`config.mk`:
```
export PLATFORM = sky130hd
export DESIGN_NAME = bypass_ctrl
export DESIGN_NICKNAME = d
export VERILOG_FILES = /design/src/hdl/pipe_pkg.sv /design/src/hdl/bypass_ctrl.sv
export VERILOG_INCLUDE_DIRS = /design/src /design/src/include
export SDC_FILE = /design/constraint.sdc
export NUM_CORES = 1
export LEC_CHECK = 0
export ABC_CLOCK_PERIOD_IN_PS = 800
export BUFFER_PORTS_ARGS = -buffer_cell sky130_fd_sc_hd__clkbuf_2
export CORE_AREA = 2 2 75 77
export DETAILED_ROUTE_END_ITERATION = 7
export DIE_AREA = 0 0 77 79
export GPL_TIMING_DRIVEN = 0
export PLACE_DENSITY_LB_ADDON = 0.15
export SYNTH_ARGS = -nofsm -noshare
export SYNTH_HDL_FRONTEND = slang
export SYNTH_SLANG_ARGS = --single-unit
```
`constraint.sdc`:
```
create_clock -name vclk -period 0.8
set_input_delay 0.04 -clock vclk [all_inputs]
set_output_delay 0.04 -clock vclk [all_outputs]
set_load 0.02 [all_outputs]
```
`src/include/pipe_params.svh`:
```
// Sizes shared by RTL and testbench; RAM and register counts must stay powers of two
`ifndef PIPE_PARAMS_SVH
`define PIPE_PARAMS_SVH

// Data and instruction word width
`define PIPE_XLEN 32

// Register count, x0 reads as zero
`define PIPE_NREGS 8

// RAM depth in words, shared by code and data
`define PIPE_RAM_WORDS 256

// Word address of the first fetch after start
`define PIPE_RESET_PC 0

`endif

```
`src/hdl/pipe_pkg.sv`:
```
// Types for the four-stage core; instruction layouts assume NREGS of 8 and XLEN of 32
`default_nettype none

`include "pipe_params.svh"

package pipe_pkg;

  localparam int unsigned RF_AW  = $clog2(`PIPE_NREGS);
  localparam int unsigned RAM_AW = $clog2(`PIPE_RAM_WORDS);

  typedef logic [`PIPE_XLEN-1:0] word_t;
  typedef logic [RF_AW-1:0]      rf_addr_t;
  typedef logic [RAM_AW-1:0]     ram_addr_t;

  // Opcode sits in the top four bits of every instruction
  typedef enum logic [3:0] {
    OP_ADD  = 4'h1,
    OP_ADDI = 4'h2,
    OP_LW   = 4'h3,
    OP_SW   = 4'h4,
    OP_HALT = 4'hF
  } opcode_e;

  // Register-register layout
  typedef struct packed {
    opcode_e                          opcode;
    rf_addr_t                         rd;
    rf_addr_t                         rs1;
    rf_addr_t                         rs2;
    logic [`PIPE_XLEN-4-3*RF_AW-1:0]  unused;
  } r_fmt_t;

  // Immediate layout where SW takes its store data from the rd field
  typedef struct packed {
    opcode_e                             opcode;
    rf_addr_t                            rd;
    rf_addr_t                            rs1;
    logic [`PIPE_XLEN-4-2*RF_AW-16-1:0]  pad;
    logic signed [15:0]                  imm;
  } i_fmt_t;

  typedef union packed {
    r_fmt_t r_fmt;
    i_fmt_t i_fmt;
  } instr_u;

  // Operand source in ID
  typedef enum logic [1:0] {
    SEL_REGFILE = 2'b00,
    SEL_FW_EX   = 2'b01,
    SEL_FW_WB   = 2'b10
  } fw_sel_e;

  typedef struct packed {
    logic       instr_valid;
    ram_addr_t  pc;
    instr_u     instr;
  } if_id_t;

  typedef struct packed {
    logic      instr_valid;
    logic      rf_we;
    rf_addr_t  rf_waddr;
    logic      lsu_en;
    logic      lsu_we;
    word_t     op_a;
    word_t     op_b;
    word_t     store_data;
  } id_ex_t;

  typedef struct packed {
    logic      instr_valid;
    logic      rf_we;
    rf_addr_t  rf_waddr;
    logic      lsu_en;
    word_t     alu_result;
  } ex_wb_t;

  typedef struct packed {
    logic     load_stall;
    fw_sel_e  operand_a_fw_sel;
    fw_sel_e  operand_b_fw_sel;
  } ctrl_byp_t;

endpackage

`default_nettype wire

```
`src/hdl/bypass_ctrl.sv`:
```
// Combinational hazard unit; assumes load data is only available from WB, never from EX
`timescale 1ns/100ps
`default_nettype none

module bypass_ctrl (
  input  pipe_pkg::if_id_t     if_id_i,
  input  pipe_pkg::id_ex_t     id_ex_i,
  input  pipe_pkg::ex_wb_t     ex_wb_i,
  input  logic [1:0]           rf_re_i,
  input  pipe_pkg::rf_addr_t   rf_raddr_i [2],
  output pipe_pkg::ctrl_byp_t  ctrl_byp_o
);
  import pipe_pkg::*;

  logic [1:0] rf_rd_ex_match;
  logic [1:0] rf_rd_wb_match;
  logic       rf_we_ex;
  logic       rf_we_wb;
  logic       load_in_ex;

  // Qualified writers in EX and WB
  assign rf_we_ex   = id_ex_i.instr_valid && id_ex_i.rf_we;
  assign rf_we_wb   = ex_wb_i.instr_valid && ex_wb_i.rf_we;
  assign load_in_ex = rf_we_ex && id_ex_i.lsu_en;

  ////////////////////////////////////////////////////////////
  // Address match per read port
  ////////////////////////////////////////////////////////////

  for (genvar i = 0; i < 2; i++) begin : gen_match
    // x0 never matches
    assign rf_rd_ex_match[i] = if_id_i.instr_valid && rf_re_i[i] && (|rf_raddr_i[i])
                               && rf_we_ex && (id_ex_i.rf_waddr == rf_raddr_i[i]);
    assign rf_rd_wb_match[i] = if_id_i.instr_valid && rf_re_i[i] && (|rf_raddr_i[i])
                               && rf_we_wb && (ex_wb_i.rf_waddr == rf_raddr_i[i]);
  end

  ////////////////////////////////////////////////////////////
  // Load-use stall
  ////////////////////////////////////////////////////////////

  // One cycle is enough, the load then sits in WB
  assign ctrl_byp_o.load_stall = load_in_ex && (|rf_rd_ex_match);

  ////////////////////////////////////////////////////////////
  // Forwarding select
  ////////////////////////////////////////////////////////////

  always_comb begin
    ctrl_byp_o.operand_a_fw_sel = SEL_REGFILE;
    ctrl_byp_o.operand_b_fw_sel = SEL_REGFILE;

    // WB first, EX overrides as the younger result
    if (rf_rd_wb_match[0]) begin
      ctrl_byp_o.operand_a_fw_sel = SEL_FW_WB;
    end
    if (rf_rd_wb_match[1]) begin
      ctrl_byp_o.operand_b_fw_sel = SEL_FW_WB;
    end

    // No EX source while a load is there, stall covers it
    if (!load_in_ex) begin
      if (rf_rd_ex_match[0]) begin
        ctrl_byp_o.operand_a_fw_sel = SEL_FW_EX;
      end
      if (rf_rd_ex_match[1]) begin
        ctrl_byp_o.operand_b_fw_sel = SEL_FW_EX;
      end
    end
  end

  // Deferred check, there is no clock here
  always_comb begin
    a_no_ex_fw_on_load : assert final (!(load_in_ex &&
      ((ctrl_byp_o.operand_a_fw_sel == SEL_FW_EX) ||
       (ctrl_byp_o.operand_b_fw_sel == SEL_FW_EX))))
      else $error("EX forwarding selected with a load in EX");
  end

endmodule

`default_nettype wire

```
==> run metrics, run 1 <==
outcome=complete, but fails checks; violated checks=setup timing; Core Util, Final=0.1224; Adder-Cell Fraction of Synth Area=0; register area=0 sq um; Setup TNS Final=-379.3 ps; share of the synthesized area in the top cell type=0.2333; Worst setup EP type=output port; initial drt markers=4; final hold vios=0; area post-placement=440.4 sq um; DPL Wire Length=1105 microns; PD cells=409.0 nW/um^2; Cell Area, Synth=225.2 sq um; Worst EP required=760 ps; Max transition margin=0.8068; Post-Syn Instances=30; syn_nets=220; Max Cap Viol=0; # IOs=195; Avg Cell Area, Syn=7.507 sq um; initial antenna violation count=0; routability cong.=0.6438; final setup violation count=4; Worst Tran Pin Value=286.1 ps; port bufs=25; Vias/cell=2.654; area delta synth->final=190.0%; register area share after synthesis=0; Cell Int Power=0.1598 mW; grt ovf=0; post-synthesis mux area share=0; sw power=0.1073 mW; first-pass GRT wire length=1883 microns; FF+latch count=0; First-pass DRT Iterations=2; synth top area cells=xnor2_1 23%, xor2_1 23%, nand4_1 8.3%; routed len/inst=9.285 microns; Die H=79 microns; final-layout clock buffer total=0; Overall Global Routing Usage=0.03714; initial core utilization=0.04219; Rows=27; sw frac=0.4016; Hold Path Depth=4; CP startpoint kind=input port; number of global-route vias before repair=371; top cells by count, synth=6 x xnor2_1, 6 x xor2_1, 3 x nand4_1, 3 x nor2_1, 2 x and3_1; die width=77 microns; DRC=0; VDD IR max=0.1059 mV; Comb pwr share=1.000; Worst Hold Class=input port to output port; largest family of logic cells by synthesized area=XOR/XNOR gates; Flop pwr share=0; Final period util=1.172; CP Class=input port to output port; fin. max-slew vios=0; post-synth top area cell=xnor2_1; layout cells sized above 1=0.6379; RSZ-0062 raised after global routing=true; P_leak=0.2692 nW; hold wc startpoint=id_ex_i[101]; Core Area=5338 sq um; Period minus WS final=937.3 ps; Distinct cells, synth=15; ANT cells=0; largest net degree at the start of global routing=5; post-place setup slack=-238.1 ps; yosys warns=0; final setup margin=-137.3 ps; xor/xnor share of the synthesized area=0.4667; Clk network pwr share=0; remaining antenna violation count after routing=0; WL final=1207 microns; Synth Area in Compound Gates=0.1778; nets=250; Max Clk Rate=1.067 GHz; Critical Path AT=900 ps; die area=6083 sq um; final instance area=653.1 sq um; vias=345; Worst Hold End=ctrl_byp_o[4]; worst-path maximum fanout=2; Simple-Gate Fraction of Synth Area=0.3556
[cell type report]
class              instances  area [sq um]
fillers                  664          4684
well taps                 72         90.09
multi-input cells         30         291.5
repair buffers            28         271.5
[cell usage in the layout (no fill, tap or decap), drive strengths merged]
| cell | netlist | routed |
|---|---|---|
| o311ai | 2 | 2 |
| a21oi | 1 | 1 |
| nand4b | 1 | 1 |
| clkbuf | 0 | 14 |
| nor4 | 1 | 1 |
| xor2 | 6 | 6 |
| nand4 | 3 | 3 |
| and3 | 2 | 2 |
| buf | 0 | 14 |
| nand2 | 1 | 1 |
| xnor2 | 6 | 6 |
| nor3 | 1 | 1 |
| and3b | 1 | 1 |
| nand3 | 1 | 1 |
| o311a | 1 | 1 |
| nor2 | 3 | 3 |
[worst max-delay path, cell delays in order]
cell and delay, ps:
buf_8 100, xor2_1 150, nor4_1 240, and3_1 220, clkbuf_8 150
[how the worst max path moves through the flow]
stage	start	to	slack [ps]
global route	ex_wb_i[35]	ctrl_byp_o[1]	-220
global placement	rf_raddr_i[2]	ctrl_byp_o[1]	-240
detailed placement	rf_raddr_i[3]	ctrl_byp_o[3]	-240
floorplan	rf_raddr_i[3]	ctrl_byp_o[4]	50
finish	ex_wb_i[35]	ctrl_byp_o[1]	-140
CTS	ex_wb_i[34]	ctrl_byp_o[1]	-180
[power groups by stage]
stage	Sequential [mW]	Combinational (mW)	Clock [mW]
floorplan	0	0.0737	0
global placement	0	0.168	0
detailed placement	0	0.169	0
CTS	0	0.230	0
global route	0	0.286	0
finish	0	0.267	0
[per-stage QoR]
step | instances | hold WS, ps | power (mW)
after detailed placement | 127 | 433.3 | 0.1688
after global routing | 130 | 447.0 | 0.2857
after floorplan | 30 | 215.7 | 0.07374
final | 130 | 429.4 | 0.2671
after CTS | 128 | 441.7 | 0.2300
after global placement | 127 | 435.8 | 0.1680
[cells by family after synthesis]
logic type	count (synthesis)
AO/OA/AOI/OAI	4
AND/OR/NAND/NOR	14
XOR/XNOR	12
[per-layer routing]
| metal | global-route usage | wire, microns | up-vias |
|---|---|---|---|
| met2 | 0.07544 | 645 | 10 |
| met1 | 0.04393 | 514 | 164 |
| met5 | 0 | 0 | - |
| li1 | - | - | 171 |
| met3 | 0.004545 | 47 | 0 |
| met4 | 0 | 0 | 0 |
[what timing repair did]
item,in CTS,in global routing
gates resized for setup,25,23
pin swaps,6,19
hold buffers,0,0
buffers inserted,1,2
endpoints found under the setup margin,5,5
No activity file was read; power rests on OpenSTA's default activity.
==> run 2, diff against run 1 <==
--- a/config.mk
+++ b/config.mk
@@ -8,11 +8,12 @@
 export LEC_CHECK = 0
 export ABC_CLOCK_PERIOD_IN_PS = 800
 export BUFFER_PORTS_ARGS = -buffer_cell sky130_fd_sc_hd__clkbuf_2
-export CORE_AREA = 2 2 75 77
+export CORE_AREA = 5 5 72 74
 export DETAILED_ROUTE_END_ITERATION = 7
 export DIE_AREA = 0 0 77 79
 export GPL_TIMING_DRIVEN = 0
 export PLACE_DENSITY_LB_ADDON = 0.15
+export RECOVER_POWER = 50
 export SYNTH_ARGS = -nofsm -noshare
 export SYNTH_HDL_FRONTEND = slang
 export SYNTH_SLANG_ARGS = --single-unit
==> run metrics, run 2 (same netlist as run 1, synthesis figures left out) <==
outcome=complete, but fails checks; worst-path cell chain=buf_8, xor2_1, nor4_1, and3_1, clkbuf_8; WL final=1258 microns (+4.2%); # IOs=195 (unchanged); initial antenna violation count=0 (unchanged); Worst Tran Pin Value=292.4 ps (+6.264 ps); die width=77 microns (unchanged); commonest non-fill, non-tap cells in the layout=9 x clkbuf_2, 6 x xnor2_2, 6 x xor2_1; First-pass DRT Iterations=2 (unchanged); P_leak=0.2686 nW (-0.23%); CP max stage delay=260 ps (+20 ps); Core Area=4536 sq um (-15%); die area=6083 sq um (unchanged); Vias/cell=3.098 (+17%); critical path's top delay family=simple AND/OR/NAND/NOR gates; # fillers=509 (-23%); vias=347 (+0.58%); Critical Path AT=920 ps (+20 ps); violated checks=setup timing; commonest non-fill, non-tap cell in the layout=clkbuf_2; largest net degree at the start of global routing=5 (unchanged); CP Class=input port to output port; final-layout clock buffer total=0 (unchanged); RSZ-0062 raised after global routing=true; Rows=25 (-7.4%); FF+latch count=0 (unchanged); worst-path maximum fanout=4 (+2); Worst EP required=760 ps (about the same); register area=0 sq um (unchanged); Max Clk Rate=1.043 GHz (-2.2%); Die H=79 microns (unchanged); slowest cell on the critical path=nor4_1; layout cells sized above 1=0.6724 (+0.03448); area delta synth->final=180.6%; final setup margin=-158.3 ps (-21.07 ps); DRC=0 (unchanged); nets=250 (unchanged); Final period util=1.198 (+0.02634); first-pass GRT wire length=1918 microns (+1.9%); final hold vios=0 (unchanged); Worst setup EP type=output port; VDD IR max=0.1400 mV (+32%); Max transition margin=0.8026 (-0.004229); final setup violation count=5 (+1); Overall Global Routing Usage=0.03813 (+0.0009983); remaining antenna violation count after routing=0 (unchanged); Core Util, Final=0.1393 (+0.01695); initial core utilization=0.04966 (+0.007461); Period minus WS final=958.3 ps (+21.07 ps); initial drt markers=1 (-3); number of global-route vias before repair=371 (unchanged); routed len/inst=11.23 microns (+21%); CP startpoint kind=input port; Max Cap Viol=0 (unchanged); routability cong.=0.6175 (-4.1%); grt ovf=0 (unchanged); WP buf/inv=2 (unchanged); total design power=0.2657 mW (-0.52%); ANT cells=0 (unchanged); Worst Hold Class=input port to output port; port bufs=25 (unchanged); PD cells=420.6 nW/um^2 (+2.8%); fin. max-slew vios=0 (unchanged)
==> run 2: path summary, 6_finish.rpt <==
| path | from | end | slack [ps] | cells after the start |
|---|---|---|---|---|
| setup / recovery | rf_raddr_i[0] | ctrl_byp_o[1] | -160 | 5 |
| hold / removal | id_ex_i[101] | ctrl_byp_o[4] | 410 | 4 |
==> run 2: where the power goes <==
group	total (mW)	switching (mW)	internal, mW
Sequential	0	0	0
Clock	0	0	0
Combinational	0.266	0.108	0.158
==> run 2: through the flow <==
stage | setup slack [ps] | hold WS, ps | area (sq um) | instances | TNS (ps)
finish | -158.3 | 411.4 | 631.9 | 112 | -528.0
floorplan | 51.36 | 215.7 | 225.2 | 30 | 0
CTS | -182.8 | 430.8 | 538.0 | 111 | -536.5
detailed placement | -238.3 | 420.8 | 417.9 | 109 | -730.0
global route | -238.1 | 459.3 | 631.9 | 112 | -767.2
global placement | -247.5 | 418.9 | 417.9 | 109 | -714.6
==> run 2: timing repair <==
| action | in CTS | in global routing |
|---|---|---|
| setup buffers | 2 | 1 |
| gates cloned | 0 | 0 |
| pin swaps | 7 | 13 |
| gates resized for setup | 19 | 31 |
| hold buffers | 0 | 0 |
| endpoints found under the setup margin | 5 | 5 |
==> run 2: cell type report <==
| type | count | area, sq um | area share |
|---|---|---|---|
| Multi-Input combinational cell | 30 | 292.8 | 0.4634 |
| Tap cell | 54 | 67.56 | 0.1069 |
| Timing Repair Buffer | 28 | 271.5 | 0.4297 |
==> run 2: tightest hold or removal path: stages <==
cell      delay [ps]
clkbuf_2          90
nand3_1           80
a21oi_2           40
buf_6            120
==> run 2: metal layers <==
metal / track usage / wire [microns]
met3: 0.006803 / 91
met1: 0.05170 / 520
met2: 0.06706 / 646
met4: 0 / 0
met5: 0 / 0
==> run 3, diff against run 2 <==
--- a/config.mk
+++ b/config.mk
@@ -8,6 +8,8 @@
 export LEC_CHECK = 0
 export ABC_CLOCK_PERIOD_IN_PS = 800
 export BUFFER_PORTS_ARGS = -buffer_cell sky130_fd_sc_hd__clkbuf_2
+export CELL_PAD_IN_SITES_DETAIL_PLACEMENT = 2
+export CELL_PAD_IN_SITES_GLOBAL_PLACEMENT = 2
 export CORE_AREA = 5 5 72 74
 export DETAILED_ROUTE_END_ITERATION = 7
 export DIE_AREA = 0 0 77 79
==> run metrics, run 3 (same netlist as run 1, synthesis figures left out) <==
Vias/cell=3.054 (-1.4%); Flop pwr share=0 (unchanged); die width=77 microns (unchanged); nets=249 (-0.40%); Cell Int Power=0.1599 mW (+1.5%); CP startpoint kind=input port; Die H=79 microns (unchanged); Worst setup EP type=output port; Worst EP required=760 ps (about the same); Worst Setup SP=rf_raddr_i[0]; Hold WS=429.3 ps (+17.96 ps); routability cong.=0.6556 (+6.2%); Period minus WS final=938.5 ps (-19.81 ps); violated checks=setup timing; post-place setup slack=-262.2 ps (-23.89 ps); final setup violation count=5 (unchanged); RSZ-0062 raised after global routing=true; sw frac=0.4076 (about the same); Hold Path Depth=4 (unchanged); register area=0 sq um (unchanged); area of the multi-input gates=301.5 sq um (+3.0%); vias=339 (-2.3%); critical path depth=5 (unchanged); final instance area=625.6 sq um (-0.99%); largest net degree at the start of global routing=5 (unchanged); Worst Tran Pin Value=294.4 ps (+2.025 ps); hold wc startpoint=id_ex_i[101]; remaining antenna violation count after routing=0 (unchanged); port bufs=25 (unchanged); # fillers=514 (+0.98%); critical path's top delay family=simple AND/OR/NAND/NOR gates; Max transition margin=0.8012 (-0.001367); number of global-route vias before repair=384 (+3.5%); first-pass GRT wire length=2007 microns (+4.6%); layout cells sized above 1=0.6491 (-0.02329); routed len/inst=11.77 microns (+4.8%); PD cells=431.6 nW/um^2 (+2.6%); initial drt markers=0 (-1); slowest cell on the critical path=nor4_1; Comb pwr share=1.000 (about the same); grt ovf=0 (unchanged); area post-placement=417.9 sq um (unchanged); worst-path cell chain=clkbuf_8, xor2_1, nor4_1, and3_1, clkbuf_8; crit-path most repeated cell=clkbuf_8; Max Cap Viol=0 (unchanged); First-pass DRT Iterations=1 (-1); CP max stage delay=230 ps (-30 ps); final setup margin=-138.5 ps (+19.81 ps); area delta synth->final=177.8%; Core Util, Final=0.1379 (-0.001379); commonest non-fill, non-tap cell in the layout=clkbuf_2; FF+latch count=0 (unchanged); sw power=0.1100 mW (+1.7%); outcome=complete, but fails checks; Core Area=4536 sq um (unchanged); worst-path maximum fanout=4 (unchanged); commonest non-fill, non-tap cells in the layout=10 x clkbuf_2, 6 x xor2_1, 5 x xnor2_2, 5 x clkbuf_8, 5 x buf_4; Rows=25 (unchanged); WP buf/inv=2 (unchanged); P_leak=0.2654 nW (-1.2%); ANT cells=0 (unchanged); fin. max-slew vios=0 (unchanged); Overall Global Routing Usage=0.04029 (+0.002160); Final period util=1.173 (-0.02476); Clk network pwr share=0 (unchanged); # IOs=195 (unchanged); CP Class=input port to output port; die area=6083 sq um (unchanged); Hold Buf Count CTS=0 (unchanged); initial core utilization=0.04966 (unchanged); Critical Path AT=900 ps (-20 ps); Max Clk Rate=1.065 GHz (+2.1%); VDD IR max=0.1353 mV (-3.4%); initial antenna violation count=0 (unchanged); WL final=1307 microns (+3.9%); final-layout clock buffer total=0 (unchanged); final hold vios=0 (unchanged); DRC=0 (unchanged); Worst Hold Class=input port to output port; DPL Wire Length=1199 microns
==> run 3: cell count changes in the layout (fill, tap and decap cells not counted), sizes merged <==
cell	before	now
buf	12	11
==> run 3: worst paths after layout <==
kind	end	slack [ps]
worst max-delay path	ctrl_byp_o[1]	-140
worst min-delay path	ctrl_byp_o[4]	430
==> run 3: power groups by stage <==
stage / clock (mW) / sequential (mW) / combinational (mW)
3_5_place_dp: 0 / 0 / 0.172
2_1_floorplan: 0 / 0 / 0.0737
3_3_place_gp: 0 / 0 / 0.171
6_report: 0 / 0 / 0.270
5_1_grt: 0 / 0 / 0.296
4_1_cts: 0 / 0 / 0.230
==> run 3: routing by layer <==
layer | track usage | vias up | share of wire
li1 | - | 174 | -
met1 | 0.04772 | 156 | 0.39
met2 | 0.07980 | 9 | 0.58
met3 | 0.006803 | 0 | 0.033
met4 | 0 | 0 | 0
met5 | 0 | - | 0
==> run 3: layout make-up <==
class | instances | share of cell area
multi-input cells | 30 | 0.4820
well taps | 54 | 0.1080
repair buffers | 27 | 0.4100
==> run 3: worst min-delay path: cells and delay by family <==
family	cells	cell delay (ps)
compound gates	1	40
buf+inv	2	240
simple gates	1	80
==> run 3: stage by stage <==
stage / total power, mW / std cells / setup TNS, ps
floorplan: 0.07374 / 30 / 0
global placement: 0.1709 / 109 / -908.9
detailed placement: 0.1723 / 109 / -882.5
CTS: 0.2298 / 109 / -588.5
global route: 0.2960 / 111 / -792.0
finish: 0.2700 / 111 / -406.6
==> run 3: what timing repair did <==
| item | 4_1_cts | 5_1_grt |
|---|---|---|
| setup endpoints to repair | 5 | 5 |
| setup buffers | 0 | 2 |
| pin swaps | 9 | 16 |
| cloned | 0 | 0 |
| endpoints found under the hold margin | 0 | 0 |
| gates resized for setup | 23 | 24 |
