**src/include/pipe_params.svh**
```systemverilog
// Sizes shared by RTL and testbench; RAM and register counts must stay powers of two
`ifndef PIPE_PARAMS_SVH
`define PIPE_PARAMS_SVH

// Data and instruction word width
`define PIPE_XLEN 32

// Register count, x0 reads as zero
`define PIPE_NREGS 8

// RAM depth in words, shared by code and data
`define PIPE_RAM_WORDS 256

// Word address of the first fetch after start
`define PIPE_RESET_PC 0

`endif

```
**src/hdl/pipe_pkg.sv**
```systemverilog
// Types for the four-stage core; instruction layouts assume NREGS of 8 and XLEN of 32
`default_nettype none

`include "pipe_params.svh"

package pipe_pkg;

  localparam int unsigned RF_AW  = $clog2(`PIPE_NREGS);
  localparam int unsigned RAM_AW = $clog2(`PIPE_RAM_WORDS);

  typedef logic [`PIPE_XLEN-1:0] word_t;
  typedef logic [RF_AW-1:0]      rf_addr_t;
  typedef logic [RAM_AW-1:0]     ram_addr_t;

  // Opcode sits in the top four bits of every instruction
  typedef enum logic [3:0] {
    OP_ADD  = 4'h1,
    OP_ADDI = 4'h2,
    OP_LW   = 4'h3,
    OP_SW   = 4'h4,
    OP_HALT = 4'hF
  } opcode_e;

  // Register-register layout
  typedef struct packed {
    opcode_e                          opcode;
    rf_addr_t                         rd;
    rf_addr_t                         rs1;
    rf_addr_t                         rs2;
    logic [`PIPE_XLEN-4-3*RF_AW-1:0]  unused;
  } r_fmt_t;

  // Immediate layout where SW takes its store data from the rd field
  typedef struct packed {
    opcode_e                             opcode;
    rf_addr_t                            rd;
    rf_addr_t                            rs1;
    logic [`PIPE_XLEN-4-2*RF_AW-16-1:0]  pad;
    logic signed [15:0]                  imm;
  } i_fmt_t;

  typedef union packed {
    r_fmt_t r_fmt;
    i_fmt_t i_fmt;
  } instr_u;

  // Operand source in ID
  typedef enum logic [1:0] {
    SEL_REGFILE = 2'b00,
    SEL_FW_EX   = 2'b01,
    SEL_FW_WB   = 2'b10
  } fw_sel_e;

  typedef struct packed {
    logic       instr_valid;
    ram_addr_t  pc;
    instr_u     instr;
  } if_id_t;

  typedef struct packed {
    logic      instr_valid;
    logic      rf_we;
    rf_addr_t  rf_waddr;
    logic      lsu_en;
    logic      lsu_we;
    word_t     op_a;
    word_t     op_b;
    word_t     store_data;
  } id_ex_t;

  typedef struct packed {
    logic      instr_valid;
    logic      rf_we;
    rf_addr_t  rf_waddr;
    logic      lsu_en;
    word_t     alu_result;
  } ex_wb_t;

  typedef struct packed {
    logic     load_stall;
    fw_sel_e  operand_a_fw_sel;
    fw_sel_e  operand_b_fw_sel;
  } ctrl_byp_t;

endpackage

`default_nettype wire

```
**src/hdl/mem_bus_if.sv**
```systemverilog
// One requester's RAM port; requester holds req and payload until gnt, read data one cycle later
`timescale 1ns/100ps
`default_nettype none

interface mem_bus_if;
  import pipe_pkg::*;

  // Request side, held stable until granted
  logic       req;
  logic       we;
  ram_addr_t  addr;
  word_t      wdata;

  // Same-cycle grant, registered read data
  logic       gnt;
  word_t      rdata;

  modport requester (
    output req, we, addr, wdata,
    input  gnt, rdata
  );

  modport arbiter (
    input  req, we, addr, wdata,
    output gnt, rdata
  );

endinterface

`default_nettype wire

```
**src/hdl/mem_arbiter.sv**
```systemverilog
// Fixed priority, load/store always wins; rdata is only meaningful the cycle after a read grant
`timescale 1ns/100ps
`default_nettype none

module mem_arbiter (
  input  logic                 clk_i,
  input  logic                 rst_n_i,
  mem_bus_if.arbiter           fetch_bus,
  mem_bus_if.arbiter           lsu_bus,
  output logic                 ram_req_o,
  output logic                 ram_we_o,
  output pipe_pkg::ram_addr_t  ram_addr_o,
  output pipe_pkg::word_t      ram_wdata_o,
  input  pipe_pkg::word_t      ram_rdata_i
);
  import pipe_pkg::*;

  // Owner of the read data coming back this cycle, 1 for load/store
  logic owner_lsu_q;

  ////////////////////////////////////////////////////////////
  // Grant
  ////////////////////////////////////////////////////////////

  assign lsu_bus.gnt   = lsu_bus.req;
  assign fetch_bus.gnt = fetch_bus.req && !lsu_bus.req;

  // RAM access port follows the winner
  assign ram_req_o   = lsu_bus.req || fetch_bus.req;
  assign ram_we_o    = lsu_bus.req ? lsu_bus.we    : fetch_bus.we;
  assign ram_addr_o  = lsu_bus.req ? lsu_bus.addr  : fetch_bus.addr;
  assign ram_wdata_o = lsu_bus.req ? lsu_bus.wdata : fetch_bus.wdata;

  ////////////////////////////////////////////////////////////
  // Read data return
  ////////////////////////////////////////////////////////////

  always_ff @(posedge clk_i or negedge rst_n_i) begin
    if (!rst_n_i) begin
      owner_lsu_q <= 1'b0;
    end else begin
      owner_lsu_q <= lsu_bus.gnt;
    end
  end

  // The loser sees zeros
  assign lsu_bus.rdata   = owner_lsu_q  ? ram_rdata_i : '0;
  assign fetch_bus.rdata = !owner_lsu_q ? ram_rdata_i : '0;

  a_one_grant : assert property (
    @(posedge clk_i) disable iff (!rst_n_i) !(fetch_bus.gnt && lsu_bus.gnt)
  ) else $error("both requesters granted");

endmodule

`default_nettype wire

```
**src/flat_wrapper.sv**
```systemverilog
// flat-port wrapper written by rule: the top's interface ports become plain ports
module mem_arbiter_flat import pipe_pkg::*;
  (clk_i, rst_n_i, ram_req_o, ram_we_o, ram_addr_o, ram_wdata_o, ram_rdata_i, fetch_bus_req, fetch_bus_we, fetch_bus_addr, fetch_bus_wdata, fetch_bus_gnt, fetch_bus_rdata, lsu_bus_req, lsu_bus_we, lsu_bus_addr, lsu_bus_wdata, lsu_bus_gnt, lsu_bus_rdata);
  mem_bus_if fetch_bus_i ();
  mem_bus_if lsu_bus_i ();
  input  logic clk_i;
  input  logic rst_n_i;
  output logic ram_req_o;
  output logic ram_we_o;
  output pipe_pkg::ram_addr_t ram_addr_o;
  output pipe_pkg::word_t ram_wdata_o;
  input  pipe_pkg::word_t ram_rdata_i;
  input wire logic [$bits(fetch_bus_i.req)-1:0] fetch_bus_req;
  input wire logic [$bits(fetch_bus_i.we)-1:0] fetch_bus_we;
  input wire logic [$bits(fetch_bus_i.addr)-1:0] fetch_bus_addr;
  input wire logic [$bits(fetch_bus_i.wdata)-1:0] fetch_bus_wdata;
  output wire logic [$bits(fetch_bus_i.gnt)-1:0] fetch_bus_gnt;
  output wire logic [$bits(fetch_bus_i.rdata)-1:0] fetch_bus_rdata;
  input wire logic [$bits(lsu_bus_i.req)-1:0] lsu_bus_req;
  input wire logic [$bits(lsu_bus_i.we)-1:0] lsu_bus_we;
  input wire logic [$bits(lsu_bus_i.addr)-1:0] lsu_bus_addr;
  input wire logic [$bits(lsu_bus_i.wdata)-1:0] lsu_bus_wdata;
  output wire logic [$bits(lsu_bus_i.gnt)-1:0] lsu_bus_gnt;
  output wire logic [$bits(lsu_bus_i.rdata)-1:0] lsu_bus_rdata;
  assign fetch_bus_i.req = fetch_bus_req;
  assign fetch_bus_i.we = fetch_bus_we;
  assign fetch_bus_i.addr = fetch_bus_addr;
  assign fetch_bus_i.wdata = fetch_bus_wdata;
  assign fetch_bus_gnt = fetch_bus_i.gnt;
  assign fetch_bus_rdata = fetch_bus_i.rdata;
  assign lsu_bus_i.req = lsu_bus_req;
  assign lsu_bus_i.we = lsu_bus_we;
  assign lsu_bus_i.addr = lsu_bus_addr;
  assign lsu_bus_i.wdata = lsu_bus_wdata;
  assign lsu_bus_gnt = lsu_bus_i.gnt;
  assign lsu_bus_rdata = lsu_bus_i.rdata;
  mem_arbiter u_core (.clk_i(clk_i), .rst_n_i(rst_n_i), .fetch_bus(fetch_bus_i), .lsu_bus(lsu_bus_i), .ram_req_o(ram_req_o), .ram_we_o(ram_we_o), .ram_addr_o(ram_addr_o), .ram_wdata_o(ram_wdata_o), .ram_rdata_i(ram_rdata_i));
endmodule
```
**config.mk**
```make
export PLATFORM = sky130hd
export DESIGN_NAME = mem_arbiter_flat
export DESIGN_NICKNAME = d
export VERILOG_FILES = /design/src/hdl/pipe_pkg.sv /design/src/hdl/mem_bus_if.sv /design/src/hdl/mem_arbiter.sv /design/src/flat_wrapper.sv
export VERILOG_INCLUDE_DIRS = /design/src /design/src/include
export SDC_FILE = /design/constraint.sdc
export NUM_CORES = 1
export LEC_CHECK = 0
export BUFFER_PORTS_ARGS = -buffer_cell sky130_fd_sc_hd__buf_2
export CORE_AREA = 2 2 87 89
export CTS_BUF_LIST = sky130_fd_sc_hd__clkbuf_8
export DETAILED_ROUTE_END_ITERATION = 8
export DIE_AREA = 0 0 89 91
export GPL_ROUTABILITY_DRIVEN = 0
export PLACE_DENSITY_LB_ADDON = 0.2
export RECOVER_POWER = 100
export SYNTH_ARGS = -nofsm -noshare
export SYNTH_HDL_FRONTEND = slang
export SYNTH_SLANG_ARGS = --single-unit
export TNS_END_PERCENT = 1
```
**constraint.sdc**
```tcl
create_clock -name clk_i -period 2 [get_ports clk_i]
set_clock_uncertainty 0.1 [all_clocks]
set_input_delay 0.2 -clock clk_i [delete_from_list [all_inputs] [get_ports clk_i]]
set_output_delay 0.2 -clock clk_i [all_outputs]
set_load 0.1 [all_outputs]
```
==> impl_metrics.yaml, run 1 <==
sta:
  setup_slack_ns: 0.3101
  fmax_ghz: 0.5918
  finalMaxSlewViolations: 0
  finalSetupViolCount: 0
  worst_pin_slew_ns: 0.6891
  rsz0062_at_grt: "no"
  fin_crit_sh_pct: 84.49
  fin_crit_ns: 1.690
  hold_viol_final: 0
  slew_headroom_pct: 54.06
  tns_ns: 0
pwr:
  totalPowerFinal_mw: 1.811
  p_per_area_mw_per_mm2: 542.6
  p_leak_nw: 1.659
  peakVddDrop_v: 0.0002370
floorplan:
  die_h_um: 91
  initial_utilization_pct: 16.48
  num_rows: 31
  die_x_um: 89
  core_mm2: 0.007137
  io_pins: 226
  fp.dieArea_mm2: 0.008099
synthesis:
  synth_top_area_share_pct: 48.51
  seq_area_frac_synth_pct: 2.128
  syn_area_mm2: 0.001176
  yosysWarningCount: 0
  synthTopCellsByArea: "mux2_4 49%, nor2b_1 18%, and2_1 17%"
  yosysUniqueCellTypes: 10
  synth_cells: 121
  synth_nets: 239
  yosys.area.top_type: "mux2_4"
  syn_area_per_cell_um2: 9.720
  ys_seq_elements: 1
finish:
  largest_register_ffs: 1
  regMostFlops: "u_core.owner_lsu_q"
  final_util_pct: 46.76
  diodes: 0
  fill_cells: 725
  fin_cells: 436
  final_common_cell: "buf_2"
  top_regs: "u_core.owner_lsu_q (1)"
  area_growth_pct: 183.7
  mostFrequentLayoutCells: "117 x buf_2, 75 x buf_12, 35 x clkbuf_2"
  drive_above_1_share_pct: 70.62
  layout.nets: 457
setup_path:
  critPathBufInv: 3
  max_stage_delay_ns: 0.53
  cp_data_required_time_ns: 1.70
  path_max_fanout: 10
  critical_path.cell_chain: "buf_2 > clkbuf_1 > mux2_4 > buf_12"
  crit_type: "input pin to primary output"
  end_kind: "primary output"
  worstPathArrival_ns: 1.39
  crit_family: "buffers and inverters"
  start_kind: "input pin"
  slowest_stage: "clkbuf_1"
drt:
  route.detailed.drc: 0
  viasPerCell: 3.761
  wl_per_cell_um: 12.11
  dr_total_vias: 1640
  first_iter_violations: 13
  wl_um: 5282
  drtPass1Iterations: 2
  ant_nets: 0
status:
  status: "completed"
hold_path:
  worstHoldPathType: "input pin to async pin"
clock_tree:
  ctsResizeCount: 0
  postCtsSetupRepairBufs: 0
  path_clk_slew_ns: 0
global_route:
  grt_pass1_wl_um: 7617
  grt_max_degree: 65
  grtUsageTotal_pct: 11.35
  antenna_found_initial: 0
  gr-total-overflow: 0
  grt_pass1_vias: 1572
place:
  dp_cells: 435
  dp_hpwl_um: 4900
  post-place-ws_ns: 0.5269
  portBuffers: 225
flow_run:
  cap_violations: 0
[path summary, 6_finish.rpt]
check                      slack [ns]                  to         from  depth (start not counted)
setup / recovery                 0.31     ram_wdata_o[11]  lsu_bus_req                          4
hold / removal                   0.44  u_core.owner_lsu_q      rst_n_i                          2
max in group asynchronous        1.28  u_core.owner_lsu_q      rst_n_i                          2
min in group clk_i               0.47  u_core.owner_lsu_q  lsu_bus_req                          2
[where the power goes]
group,total (mW),switching (mW),internal [mW]
Sequential,0.0224,0.000788,0.0217
Clock,0,0,0
Combinational,1.79,1.22,0.569
Total,1.81,1.22,0.590
[repair_timing]
item / in CTS / in global routing
hold buffers: 1 / 0
setup endpoints to repair: 0 / 0
hold endpoints to repair: 1 / 0
[cell families (layout without fill, tap and decap cells)]
kind of cell,count (synthesis),in the layout,synth area share (%)
AND/OR/NAND/NOR,66,66,35.11
buffers and inverters,13,229,11.38
flip-flops,1,1,2.127
multiplexers,41,41,51.38
[metrics by stage]
stage / area (um^2) / hold WS (ns)
CTS: 3476 / 0.4500
floorplan: 1176 / -0.1956
global route: 3337 / 0.4503
global placement: 3466 / -0.1244
detailed placement: 3466 / -0.1241
finish: 3337 / 0.4356
[cells in the mapped netlist]
master / n
dfrtp_1: 1
buf_12: 4
buf_6: 1
mux2_4: 38
or2_2: 1
mux2_2: 3
buf_4: 1
and2_1: 32
buf_2: 7
nor2b_1: 33
[cell type report]
cell class	count	area, um^2	area share (%)
repair buffers	229	2276	68.20
flip-flops and latches	1	25.02	0.7499
multi-input cells	107	912.1	27.33
well taps	99	123.9	3.712
[routing by layer]
layer  GRT usage (%)  vias to the layer above  routed length, um  part of all wire, %
met5               0                        -                  0                    0
met3           2.273                        2                572                   11
met4          0.3731                        0                 19                 0.36
met2           24.32                      115               3041                   58
li1                -                      827                  -                    -
met1           11.12                      696               1648                   31
Note: power is estimated with default switching activity, not from simulation.
==> run 2: changes to the inputs <==
==> constraint.sdc (replaced) <==
create_clock -name clk_i -period 1.52 [get_ports clk_i]
set_clock_uncertainty 0.1 [all_clocks]
set_input_delay 0.152 -clock clk_i [delete_from_list [all_inputs] [get_ports clk_i]]
set_output_delay 0.152 -clock clk_i [all_outputs]
set_load 0.1 [all_outputs]
==> run 2 against run 1 <==
  * Critical path depth unchanged
  * Utilization increased by 0.28 points
  * Via count increased by 1.3%
  * Worst setup slack got worse by 0.21 ns
  * Die area unchanged
  * Total power increased by 31%
  * Wire length increased by 11%
  * Combinational power increased by 31%
  * Cell count increased by 0.46%
  * Flip-flop and latch count unchanged
  * Sequential share of layout area about the same
  * Critical path type unchanged
  * Critical endpoint is now ram_we_o
==> impl_metrics.yaml, run 2 (synthesis gave the netlist of run 1 again) <==
status:
  status: "completed"
floorplan:
  initial_utilization_pct: 16.48
  die_x_um: 89
  num_rows: 31
  die_h_um: 91
  fp.dieArea_mm2: 0.008099
  io_pins: 226
  core_mm2: 0.007137
sta:
  rsz0062_at_grt: "no"
  fin_crit_sh_pct: 93.12
  fmax_ghz: 0.7065
  finalMaxSlewViolations: 0
  holdWs_ns: 0.3744
  worst_pin_slew_ns: 0.5571
  slew_headroom_pct: 63.02
  hold_viol_final: 0
  setup_slack_ns: 0.1045
  fin_crit_ns: 1.415
  finalSetupViolCount: 0
  tns_ns: 0
hold_path:
  worstHoldPathType: "input pin to async pin"
global_route:
  grt_pass1_vias: 1745
  grt_max_degree: 32
  grtUsageTotal_pct: 12.95
  gr-total-overflow: 0
  antenna_found_initial: 0
  grt_pass1_wl_um: 8418
drt:
  drtPass1Iterations: 2
  viasPerCell: 3.795
  first_iter_violations: 9
  wl_um: 5865
  ant_nets: 0
  wl_per_cell_um: 13.39
  dr_total_vias: 1662
  route.detailed.drc: 0
pwr:
  p_int_uw: 763.3
  switching_share_pct: 67.84
  peakVddDrop_v: 0.0002977
  p_sw_mw: 1.610
  p_per_area_mw_per_mm2: 707.0
  seqPwrFrac_pct: 1.3
  comb_power_share_pct: 98.7
  pwr-share-clk_pct: 0
  p_leak_nw: 1.736
  totalPowerFinal_mw: 2.373
setup_path:
  worstPathArrival_ns: 1.16
  path_max_fanout: 20
  crit_type: "input pin to primary output"
  cp_data_required_time_ns: 1.27
  start_kind: "input pin"
  end_kind: "primary output"
finish:
  regMostFlops: "u_core.owner_lsu_q"
  largest_register_ffs: 1
  fin_cells: 438
  mostFrequentLayoutCells: "135 x buf_2, 55 x buf_12, 30 x mux2_4, 30 x nor2b_2, 21 x and2_0"
  final_util_pct: 47.04
  diodes: 0
  area_growth_pct: 185.4
  final_common_cell: "buf_2"
  final_area_mm2: 0.003357
  layout.nets: 459
  drive_above_1_share_pct: 85.84
  top_regs: "u_core.owner_lsu_q (1)"
flow_run:
  cap_violations: 0
clock_tree:
  postCtsHoldBufs: 1
  postCtsSetupRepairBufs: 0
  ctsResizeCount: 0
  path_clk_slew_ns: 0
place:
  portBuffers: 225
  dp_hpwl_um: 5497
  dp_cells: 437
  place_area_mm2: 0.004085
  post-place-ws_ns: 0.1586
==> run 2: cell types whose count changed in the layout (fill, tap and decap cells not counted), moves of 18 or more <==
cell / change
buf_12: -20
buf_2: +18
clkbuf_2: -34
mux2_4: +20
mux2_1: -20
nor2b_2: +30
nor2b_1: -30
clkbuf_4: +20
==> run 2: power groups by stage <==
stage | Clock (mW) | Sequential [mW] | Combinational (mW)
2_1_floorplan | 0 | 0.0286 | 1.65
3_3_place_gp | 0 | 0.0313 | 2.64
3_5_place_dp | 0 | 0.0314 | 2.66
4_1_cts | 0 | 0.0314 | 2.66
5_1_grt | 0 | 0.0315 | 2.40
6_report | 0 | 0.0313 | 2.34
==> run 2: final cells by class <==
| class | instances | area [um^2] |
|---|---|---|
| fill | 707 | 3780 |
| multi-input combinational | 107 | 1062 |
| sequential | 1 | 26.28 |
| tap | 99 | 123.9 |
| timing repair buffer | 231 | 2145 |
==> run 2: worst paths after layout <==
kind / startpoint / endpoint / slack [ns] / cells after the start
min in group clk_i: lsu_bus_req / u_core.owner_lsu_q / 0.48 / 2
max in group asynchronous: rst_n_i / u_core.owner_lsu_q / 0.83 / 2
setup / recovery: lsu_bus_req / ram_we_o / 0.10 / 4
hold / removal: rst_n_i / u_core.owner_lsu_q / 0.37 / 2
==> run 2: critical path, cell delays in order <==
cell and delay [ns]:
buf_2 0.21, buf_12 0.22, mux2_1 0.38, buf_12 0.18
==> run 2: metal layers <==
metal | share of wire, % | GRT usage (%)
met3 | 12 | 3.091
met4 | 0.32 | 0
met1 | 29 | 11.77
met2 | 59 | 28.67
met5 | 0 | 0
==> run 3: changes to the inputs <==
--- a/config.mk
+++ b/config.mk
@@ -12,6 +12,7 @@
 export DETAILED_ROUTE_END_ITERATION = 8
 export DIE_AREA = 0 0 89 91
 export GPL_ROUTABILITY_DRIVEN = 0
+export MAX_ROUTING_LAYER = met4
 export PLACE_DENSITY_LB_ADDON = 0.2
 export RECOVER_POWER = 100
 export SYNTH_ARGS = -nofsm -noshare
==> run 3 against run 2 <==
  * Sequential share of layout area is essentially flat
  * Worst setup slack barely moved
  * Die area stayed put
  * First-iteration DRC count is the same
  * Critical path depth stayed put
  * Maximum frequency about the same
  * Hold slack about the same
  * Largest cell class unchanged
==> impl_metrics.yaml, run 3 (synthesis gave the netlist of run 1 again) <==
setup_path:
  critPathBufInv: 3
  crit_type: "input pin to primary output"
  end_kind: "primary output"
  max_stage_delay_ns: 0.38
  slowest_stage: "mux2_1"
  critical_path.cell_chain: "buf_2 > buf_12 > mux2_1 > buf_12"
  worstPathArrival_ns: 1.16
  path_max_fanout: 20
  crit_family: "buffers and inverters"
  cp_data_required_time_ns: 1.27
  cpMostUsedCell: "buf_12"
  start_kind: "input pin"
floorplan:
  num_rows: 31
  core_mm2: 0.007137
  fp.dieArea_mm2: 0.008099
  die_x_um: 89
  die_h_um: 91
  initial_utilization_pct: 16.48
  io_pins: 226
finish:
  multi_input_area_mm2: 0.001059
  mostFrequentLayoutCells: "134 x buf_2, 56 x buf_12, 30 x nor2b_2"
  fill_cells: 705
  area_growth_pct: 186.1
  largest_register_ffs: 1
  layout.nets: 459
  diodes: 0
  register_area_um2: 26.28
  final_util_pct: 47.14
  regMostFlops: "u_core.owner_lsu_q"
  final_common_cell: "buf_2"
  top_regs: "u_core.owner_lsu_q (1)"
  drive_above_1_share_pct: 85.55
sta:
  fin_crit_sh_pct: 93.14
  finalMaxSlewViolations: 0
  slew_headroom_pct: 63.02
  rsz0062_at_grt: "no"
  holdWs_ns: 0.3744
  finalSetupViolCount: 0
  tns_ns: 0
  fin_crit_ns: 1.416
  hold_viol_final: 0
  fmax_ghz: 0.7064
  worst_pin_slew_ns: 0.5571
pwr:
  p_leak_nw: 1.735
  peakVddDrop_v: 0.0002981
  p_per_area_mw_per_mm2: 706.5
drt:
  ant_nets: 0
  route.detailed.drc: 0
  wl_um: 5860
  viasPerCell: 3.788
  wl_per_cell_um: 13.38
  first_iter_violations: 9
  dr_total_vias: 1659
  drtPass1Iterations: 2
global_route:
  grt_pass1_vias: 1754
  antenna_found_initial: 0
  grtUsageTotal_pct: 13.26
  grt_pass1_wl_um: 8376
  gr-total-overflow: 0
  grt_max_degree: 32
clock_tree:
  postCtsSetupRepairBufs: 0
  ctsResizeCount: 0
  path_clk_slew_ns: 0
status:
  status: "completed"
place:
  dp_hpwl_um: 5497
  portBuffers: 225
hold_path:
  worstHoldPathType: "input pin to async pin"
flow_run:
  cap_violations: 0
-- run 3: power by group --
part           total [mW]  internal (mW)  switching (mW)
clock network           0              0               0
registers          0.0313         0.0287         0.00257
logic                2.35          0.737            1.61
-- run 3: stage by stage --
step	cell area (um^2)	setup slack [ns]	power, mW	instances
detailed placement	4085	0.1586	2.686	437
global route	3364	0.06745	2.439	438
global placement	4085	0.1768	2.668	437
finish	3364	0.1043	2.377	438
floorplan	1259	-0.2610	1.677	121
CTS	4095	0.1608	2.690	438
-- run 3: final cells by class --
cell class / count / share of cell area [%]
Tap cell: 99 / 3.682
Sequential cell: 1 / 0.7810
Timing Repair Buffer: 231 / 64.08
Multi-Input combinational cell: 107 / 31.46
-- run 3: per-layer routing --
metal	global-route usage [%]	wire length, um
met1	12.43	1756
met4	0.3731	41
met2	28.48	3422
met5	-	0
met3	1.818	639
-- run 3: worst paths after layout --
check,start,to,slack [ns],depth (start not counted)
hold / removal,rst_n_i,u_core.owner_lsu_q,0.37,2
min in group clk_i,lsu_bus_req,u_core.owner_lsu_q,0.48,2
max in group asynchronous,rst_n_i,u_core.owner_lsu_q,0.83,2
setup / recovery,lsu_bus_req,ram_we_o,0.10,4
-- run 3: what timing repair did --
| item | in CTS | in global routing |
|---|---|---|
| setup endpoints to repair | 0 | 0 |
| endpoints found under the hold margin | 1 | 0 |
| hold buffers | 1 | 0 |
